<file path="src/logic/capture_consts.svh">
`ifndef CAPTURE_CONSTS_SVH
`define CAPTURE_CONSTS_SVH

// sample and beat geometry
`define CAP_SAMPLE_W    32
`define CAP_LANES       4
`define CAP_BEAT_W      128

// burst shape, beats of 16 bytes each
`define CAP_BURST_LEN   8

// beat buffer
`define CAP_FIFO_DEPTH  32
`define CAP_CNT_W       6

// address window, 32 bursts of 128 bytes
`define CAP_ADDR_W      32
`define CAP_BASE_ADDR   32'h0000_0000
`define CAP_END_ADDR    32'h0000_1000

// beats per done pulse
`define CAP_FRAME_BEATS 64

`endif
</file>
<file path="src/logic/capture_pkg.sv">
`include "capture_consts.svh"

package capture_pkg;

  // **********************************************************************
  // one buffered beat, seen two ways
  // **********************************************************************

  // raw is what the FIFO stores and the bus carries,
  // lane is how the packer fills it
  // lane[0] sits in bits 31:0 and holds the oldest sample
  typedef union packed {
    logic [`CAP_BEAT_W-1:0]                    raw;
    logic [`CAP_LANES-1:0][`CAP_SAMPLE_W-1:0]  lane;
  } beat_u;

endpackage

</file>
<file path="src/logic/capture_top.sv">
`timescale 1ns/1ps
`include "capture_consts.svh"

module capture_top
  import capture_pkg::*;
(
  input  logic                     clk,
  input  logic                     rst_n,
  // sample stream
  input  logic                     sample_valid,
  input  logic [`CAP_SAMPLE_W-1:0] sample_data,
  // AXI4 write address
  output logic                     awvalid,
  output logic [`CAP_ADDR_W-1:0]   awaddr,
  input  logic                     awready,
  // AXI4 write data
  output logic                     wvalid,
  output logic                     wlast,
  output logic [`CAP_BEAT_W-1:0]   wdata,
  input  logic                     wready,
  // AXI4 write response
  input  logic                     bvalid,
  input  logic [1:0]               bresp,
  output logic                     bready,
  // status
  output logic                     done,
  output logic                     resp_err,
  output logic                     overflow
);

  logic                  push_valid;
  beat_u                 push_beat;
  logic                  fifo_full;
  logic                  fifo_empty;
  logic [`CAP_CNT_W-1:0] fifo_count;
  logic                  fifo_pop;
  beat_u                 head_beat;

  // **********************************************************************
  // producer, buffer, consumer
  // **********************************************************************

  sample_packer u_sample_packer (
    .clk          (clk),
    .rst_n        (rst_n),
    .sample_valid (sample_valid),
    .sample_data  (sample_data),
    .full         (fifo_full),
    .push_valid   (push_valid),
    .push_beat    (push_beat),
    .overflow     (overflow)
  );

  beat_fifo u_beat_fifo (
    .clk        (clk),
    .rst_n      (rst_n),
    .push_valid (push_valid),
    .push_beat  (push_beat),
    .pop        (fifo_pop),
    .head_beat  (head_beat),
    .empty      (fifo_empty),
    .full       (fifo_full),
    .count      (fifo_count)
  );

  axi_burst_writer u_axi_burst_writer (
    .clk       (clk),
    .rst_n     (rst_n),
    .head_beat (head_beat),
    .empty     (fifo_empty),
    .count     (fifo_count),
    .pop       (fifo_pop),
    .awvalid   (awvalid),
    .awaddr    (awaddr),
    .awready   (awready),
    .wvalid    (wvalid),
    .wlast     (wlast),
    .wdata     (wdata),
    .wready    (wready),
    .bvalid    (bvalid),
    .bresp     (bresp),
    .bready    (bready),
    .done      (done),
    .resp_err  (resp_err)
  );

endmodule

</file>
<file path="src/logic/axi_burst_writer.sv">
`timescale 1ns/1ps
`include "capture_consts.svh"

module axi_burst_writer
  import capture_pkg::*;
(
  input  logic                   clk,
  input  logic                   rst_n,
  input  beat_u                  head_beat,
  input  logic                   empty,
  input  logic [`CAP_CNT_W-1:0]  count,
  output logic                   pop,
  output logic                   awvalid,
  output logic [`CAP_ADDR_W-1:0] awaddr,
  input  logic                   awready,
  output logic                   wvalid,
  output logic                   wlast,
  output logic [`CAP_BEAT_W-1:0] wdata,
  input  logic                   wready,
  input  logic                   bvalid,
  input  logic [1:0]             bresp,
  output logic                   bready,
  output logic                   done,
  output logic                   resp_err
);

  localparam int BEAT_CNT_W  = $clog2(`CAP_BURST_LEN);
  localparam int FRAME_CNT_W = $clog2(`CAP_FRAME_BEATS);
  localparam int BURST_BYTES = `CAP_BURST_LEN * (`CAP_BEAT_W / 8);

  localparam logic [1:0] ST_IDLE = 2'd0;
  localparam logic [1:0] ST_DATA = 2'd1;
  localparam logic [1:0] ST_RESP = 2'd2;

  logic [1:0]             state;
  logic [BEAT_CNT_W-1:0]  beat_cnt;
  logic [FRAME_CNT_W-1:0] frame_cnt;
  logic [`CAP_ADDR_W-1:0] next_addr;
  logic                   burst_ready;
  logic                   aw_fire;
  logic                   w_fire;
  logic                   b_fire;

  // a whole burst sits in the buffer
  assign burst_ready = !empty && (count >= `CAP_CNT_W'(`CAP_BURST_LEN));

  assign aw_fire = awvalid && awready;
  assign w_fire  = wvalid && wready;
  assign b_fire  = bvalid && bready;

  // data goes straight from the FIFO head onto the bus
  assign wdata = head_beat.raw;
  assign pop   = w_fire;
  assign wlast = wvalid && (beat_cnt == BEAT_CNT_W'(`CAP_BURST_LEN - 1));

  // one burst in flight, so responses are always accepted
  assign bready = 1'b1;

  // **********************************************************************
  // channel FSM
  // **********************************************************************

  always_ff @(posedge clk or negedge rst_n) begin
    if (!rst_n) begin
      state    <= ST_IDLE;
      awvalid  <= 1'b0;
      wvalid   <= 1'b0;
      beat_cnt <= '0;
    end else begin
      case (state)
        ST_IDLE: begin
          if (aw_fire) begin
            awvalid <= 1'b0;
            wvalid  <= 1'b1;
            state   <= ST_DATA;
          end else if (!awvalid && burst_ready) begin
            awvalid <= 1'b1;
          end
        end
        ST_DATA: begin
          if (w_fire) begin
            beat_cnt <= beat_cnt + 1'b1;
            if (wlast) begin
              wvalid   <= 1'b0;
              beat_cnt <= '0;
              state    <= ST_RESP;
            end
          end
        end
        ST_RESP: begin
          if (b_fire) begin
            state <= ST_IDLE;
          end
        end
        default: state <= ST_IDLE;
      endcase
    end
  end

  // **********************************************************************
  // address, frame count, response status
  // **********************************************************************

  assign next_addr = awaddr + `CAP_ADDR_W'(BURST_BYTES);

  // address moves on only once the burst is acknowledged
  always_ff @(posedge clk or negedge rst_n) begin
    if (!rst_n) begin
      awaddr <= `CAP_BASE_ADDR;
    end else if (b_fire) begin
      if (next_addr >= `CAP_END_ADDR) begin
        awaddr <= `CAP_BASE_ADDR;
      end else begin
        awaddr <= next_addr;
      end
    end
  end

  // done follows the beat that closes a frame
  always_ff @(posedge clk or negedge rst_n) begin
    if (!rst_n) begin
      frame_cnt <= '0;
      done      <= 1'b0;
    end else begin
      done <= w_fire && (frame_cnt == FRAME_CNT_W'(`CAP_FRAME_BEATS - 1));
      if (w_fire) begin
        frame_cnt <= frame_cnt + 1'b1;
      end
    end
  end

  // sticky on any response other than OKAY
  always_ff @(posedge clk or negedge rst_n) begin
    if (!rst_n) begin
      resp_err <= 1'b0;
    end else if (b_fire && (bresp != 2'b00)) begin
      resp_err <= 1'b1;
    end
  end

endmodule

</file>
<file path="src/logic/beat_fifo.sv">
`timescale 1ns/1ps
`include "capture_consts.svh"

module beat_fifo
  import capture_pkg::*;
(
  input  logic                  clk,
  input  logic                  rst_n,
  input  logic                  push_valid,
  input  beat_u                 push_beat,
  input  logic                  pop,
  output beat_u                 head_beat,
  output logic                  empty,
  output logic                  full,
  output logic [`CAP_CNT_W-1:0] count
);

  // depth is a power of two, so pointers wrap on their own
  localparam int PTR_W = $clog2(`CAP_FIFO_DEPTH);

  beat_u            mem [`CAP_FIFO_DEPTH];
  logic [PTR_W-1:0] wr_ptr;
  logic [PTR_W-1:0] rd_ptr;
  logic             do_push;
  logic             do_pop;

  assign do_push = push_valid && !full;
  assign do_pop  = pop && !empty;

  // **********************************************************************
  // storage
  // **********************************************************************

  always_ff @(posedge clk) begin
    if (do_push) begin
      mem[wr_ptr] <= push_beat;
    end
  end

  // first word fall through, oldest entry always on the output
  assign head_beat = mem[rd_ptr];

  // **********************************************************************
  // pointers and occupancy
  // **********************************************************************

  always_ff @(posedge clk or negedge rst_n) begin
    if (!rst_n) begin
      wr_ptr <= '0;
      rd_ptr <= '0;
      count  <= '0;
    end else begin
      if (do_push) begin
        wr_ptr <= wr_ptr + 1'b1;
      end
      if (do_pop) begin
        rd_ptr <= rd_ptr + 1'b1;
      end
      // simultaneous push and pop leaves count alone
      case ({do_push, do_pop})
        2'b10:   count <= count + 1'b1;
        2'b01:   count <= count - 1'b1;
        default: count <= count;
      endcase
    end
  end

  assign empty = (count == '0);
  assign full  = (count == `CAP_CNT_W'(`CAP_FIFO_DEPTH));

endmodule

</file>
<file path="src/logic/sample_packer.sv">
`timescale 1ns/1ps
`include "capture_consts.svh"

module sample_packer
  import capture_pkg::*;
(
  input  logic                      clk,
  input  logic                      rst_n,
  input  logic                      sample_valid,
  input  logic [`CAP_SAMPLE_W-1:0]  sample_data,
  input  logic                      full,
  output logic                      push_valid,
  output beat_u                     push_beat,
  output logic                      overflow
);

  localparam int LANE_IDX_W = $clog2(`CAP_LANES);

  logic [LANE_IDX_W-1:0] lane_idx;
  logic                  last_lane;
  beat_u                 build_beat;
  beat_u                 next_beat;

  assign last_lane = (lane_idx == LANE_IDX_W'(`CAP_LANES - 1));

  // beat under construction with the current sample dropped into its lane
  always_comb begin
    next_beat = build_beat;
    next_beat.lane[lane_idx] = sample_data;
  end

  // lane index and push strobe
  always_ff @(posedge clk or negedge rst_n) begin
    if (!rst_n) begin
      lane_idx   <= '0;
      push_valid <= 1'b0;
    end else begin
      push_valid <= sample_valid && last_lane;
      if (sample_valid) begin
        lane_idx <= lane_idx + 1'b1;
      end
    end
  end

  // beat payload
  always_ff @(posedge clk) begin
    if (sample_valid) begin
      build_beat <= next_beat;
      if (last_lane) begin
        push_beat <= next_beat;
      end
    end
  end

  // a beat pushed into a full buffer is lost and flagged until reset
  always_ff @(posedge clk or negedge rst_n) begin
    if (!rst_n) begin
      overflow <= 1'b0;
    end else if (push_valid && full) begin
      overflow <= 1'b1;
    end
  end

endmodule

</file>
<file path="config.mk">
export PLATFORM = sky130hd
export DESIGN_NAME = capture_top
export DESIGN_NICKNAME = d
export VERILOG_FILES = /design/src/logic/capture_pkg.sv /design/src/logic/capture_top.sv /design/src/logic/axi_burst_writer.sv /design/src/logic/beat_fifo.sv /design/src/logic/sample_packer.sv
export VERILOG_INCLUDE_DIRS = /design/src /design/src/logic
export SDC_FILE = /design/constraint.sdc
export NUM_CORES = 2
export LEC_CHECK = 0
export ABC_AREA = 0
export BUFFER_PORTS_ARGS = -buffer_cell sky130_fd_sc_hd__buf_2
export CAP_MARGIN = 0
export CORE_MARGIN = 4
export CORE_UTILIZATION = 30
export DETAILED_ROUTE_END_ITERATION = 8
export HOLD_SLACK_MARGIN = 0.02
export PLACE_DENSITY = 0.46
export SLEW_MARGIN = 30
export SYNTH_ARGS = -nofsm -noshare
export SYNTH_HDL_FRONTEND = slang
export SYNTH_SLANG_ARGS = --single-unit
</file>
<file path="constraint.sdc">
create_clock -name clk -period 9.65 [get_ports clk]
set_clock_uncertainty 0.2 [all_clocks]
set_input_delay 1.93 -clock clk [delete_from_list [all_inputs] [get_ports clk]]
set_output_delay 1.93 -clock clk [all_outputs]
set_load 0.05 [all_outputs]
</file>
==> impl_metrics.yaml <==
timing:
  hold_slack_ps: 271
  slew_headroom_pct: 27.2
  fin_crit_sh_pct: 73.2
  finalMaxSlewViolations: 0
  tns_ps: 0
  rsz0062_at_grt: "false"
  max_freq_mhz: 142
  finalSetupViolations: 0
  fin_crit_ps: 7060
  finalHoldViolations: 0
  worst_pin_slew_ps: 1090
place:
  io_buffer_count: 198
  place_area_um2: 179000
  gp_congestion: 0.710
  dp_hpwl_um: 235000
cells_and_area:
  design_area_um2: 194000
  nNetsFinal: 7183
  regArea_um2: 132000
  nFillCells: 51000
  final_cell_mix: "edfxtp_1, mux4_2, clkbuf_16"
  multiInputGateArea_um2: 33700
  drive_gt1_share_pct: 35.0
  final_common_cell: "edfxtp_1"
  area_growth_pct: 15.9
  fin_util_pct: 35.0
clock_tree:
  cts-resized-gates: 0
  htree_levels: 5
  clk-insertion-delay-late_ps: 1030
  cts_num_sinks: 4412
  cts_hold_buf: 0
  post-cts-setup-buffers: 0
  clk_pin_slew_worst_paths_ps: 60
  root_buffer: "clkbuf_16"
  cts-buffers-inserted: 454
  cts_buffer_depth: 4
  cts_tree: "yes"
hold_path:
  hold_end: "u_axi_burst_writer.resp_err$_DFFE_PN0P_"
  hold_start: "u_axi_burst_writer.resp_err$_DFFE_PN0P_"
  whs_path_depth: 1
  min_path_type: "reg -> reg"
global_route:
  grt_pass1_wl_um: 665000
  grt_max_degree: 142
  grt_usage_pct: 16.8
  grt_overflow: 0
  grt_pass1_vias: 78800
  antenna_found_initial: 50
setup_path:
  cp_max_fo: 47
  cpMaxStageDelayCell: "dfrtp_4"
  cp_top_family: "buffers and inverters"
  required_ps: 7520
  reg2reg_to: "u_beat_fifo.mem[5][95]$_DFFE_PP_"
  crit_path_end_kind: "output port"
  r2r_slack_ps: 4970
  worstReg2RegStart: "u_beat_fifo.count[1]$_DFFE_PN0P_"
  worstPathArrival_ps: 4930
  crit_type: "reg -> out"
  path_buf_inv: 3
  cp-start-kind: "register"
  rr_worst_depth: 6
  worstPathCellList: "buf_4, buf_4, mux4_2, mux4_2, mux2_2, buf_2"
  critPathMaxStageDelay_ps: 1020
logic_synthesis:
  synthCells: 6560
  avgSynthCellArea_um2: 25.5
  synth_area_um2: 167000
  ys.flop_type: "edfxtp_1"
  async_flop_share_pct: 1.36
  ys_types: 55
  yosys.area.top_type: "edfxtp_1"
  synthTopCellsByArea: "edfxtp_1, mux4_2, mux2_2"
  synth.top_cell.area_share_pct: 78.2
  yosysSeqAreaShare_pct: 79.1
  yosysWarnings: 0
  synth_edf_count: 4352
  synth-seq-cells: 4412
floorplan:
  die_area_um2: 569000
  dieHeight_um: 754
  initial_utilization_pct: 30.2
  fp-row-count: 273
  ios: 207
  dieWidth_um: 754
  coreArea_um2: 554000
routing:
  vias_per_cell: 5.07
  drt_pass1_iterations: 7
  dr.first_iter.drc_count: 9036
  drc: 0
  routedWlPerCell_um: 32.8
  wirelength_um: 491000
  routed-via-count: 75900
  ant_nets: 0
power_and_ir_drop:
  p_per_area_nw_per_um2: 281
  p_leak_nw: 58.7
  ir_drop_mv: 0.279
run:
  maxCapViolations: 0
run_status:
  status: "finished, final reports clean"
[routing by layer]
metal	share of wire, %	GRT usage, %	vias to the layer above	routed length [um]
met1	44	23.8	42800	215000
li1	-	-	29800	-
met5	0.0063	0	-	31
met2	48	26.9	2687	234000
met3	6.2	2.99	602	30500
met4	2.4	4.33	6	11600
[registers in the layout, indices dropped and copies added, names as in the netlist, 3 cells and up]
signal and count:
u_sample_packer.build_beat 128, u_axi_burst_writer.awaddr 25, u_axi_burst_writer.frame_cnt 6, u_beat_fifo.wr_ptr 5
u_beat_fifo.count 6, u_axi_burst_writer.beat_cnt 3, u_beat_fifo.mem 4096, u_sample_packer.push_beat 128
u_beat_fifo.rd_ptr 5
[cell families (layout without fill, tap and decap cells)]
| family | after synthesis | in the layout | share of synthesized area (%) |
|---|---|---|---|
| other | 2 | 69 | 0.00449 |
| muxes | 1540 | 1540 | 19.0 |
| buffers and inverters | 350 | 1286 | 0.949 |
| xor gates and xnor gates | 22 | 22 | 0.115 |
| DFF | 4412 | 4412 | 79.1 |
| AOI/OAI and AO/OA | 51 | 51 | 0.203 |
| and+or+nand+nor | 164 | 164 | 0.486 |
| adders and majority gates | 19 | 19 | 0.147 |
[synthesized netlist by cell type (all sizes together), types with 2 or more instances]
master   number
mux2i         2
edfxtp     4352
or2           5
ha           18
o22ai         3
nand3b        2
xor2          8
nor3         10
nor2b        20
nor2         54
nand2        33
inv          18
buf         147
dfrtp        60
mux2        258
nand3        14
a21oi         6
nor4          2
and3          3
o211ai        2
nand4         8
clkbuf      185
and2          2
nand2b        5
a211oi        3
mux4       1280
o2111a        2
a21o          2
o21ai        20
xnor2        14
or3           3
a21boi        2
conb          2
a2111oi       2
[through the flow]
step / cells / worst slack [ps] / power (mW)
floorplan: 6566 / 2210 / 33.6
global placement: 14000 / 3390 / 38.0
detailed placement: 14000 / 3400 / 38.1
CTS: 14900 / 2270 / 55.2
global route: 14900 / 2430 / 56.7
finish: 15000 / 2590 / 54.4
[cell type report]
| type | instances | share of cell area (%) |
|---|---|---|
| timing repair buffer | 434 | 2.13 |
| inverter | 18 | 0.0349 |
| clock inverter | 270 | 1.25 |
| tap | 7425 | 4.80 |
| antenna | 61 | 0.0788 |
| clock buffer | 564 | 6.09 |
| sequential | 4412 | 68.2 |
| multi-input combinational | 1804 | 17.4 |
[how the worst max path moves through the flow]
stage	slack, ps	cells past startpoint	from	to
final	2590	6	u_beat_fifo.rd_ptr[1]$_DFFE_PN0P_	wdata[127]
after global routing	2430	6	u_beat_fifo.rd_ptr[1]$_DFFE_PN0P_	wdata[126]
after CTS	2270	6	u_beat_fifo.rd_ptr[0]$_DFFE_PN0P_	wdata[36]
after detailed placement	3400	6	u_beat_fifo.rd_ptr[0]$_DFFE_PN0P_	wdata[36]
after global placement	3390	6	u_beat_fifo.rd_ptr[0]$_DFFE_PN0P_	wdata[36]
after floorplan	2210	5	u_beat_fifo.count[0]$_DFFE_PN0P_	u_beat_fifo.mem[31][0]$_DFFE_PP_
[worst register-to-register path, stage by stage, from the launching register on]
cell and delay (ps):
dfrtp_1 400, nor3_1 120, a31oi_2 480, nand2_1 610, nor2_4 970, buf_12 600
buf_4 880
[report_power, final]
part           total [mW]  internal, mW  switching [mW]
clock                17.0          9.48            7.48
combinational        14.2          6.18            7.99
sequential           23.3          22.4           0.825
total                54.4          38.1            16.3
Note: power is estimated with default switching activity, not from simulation.
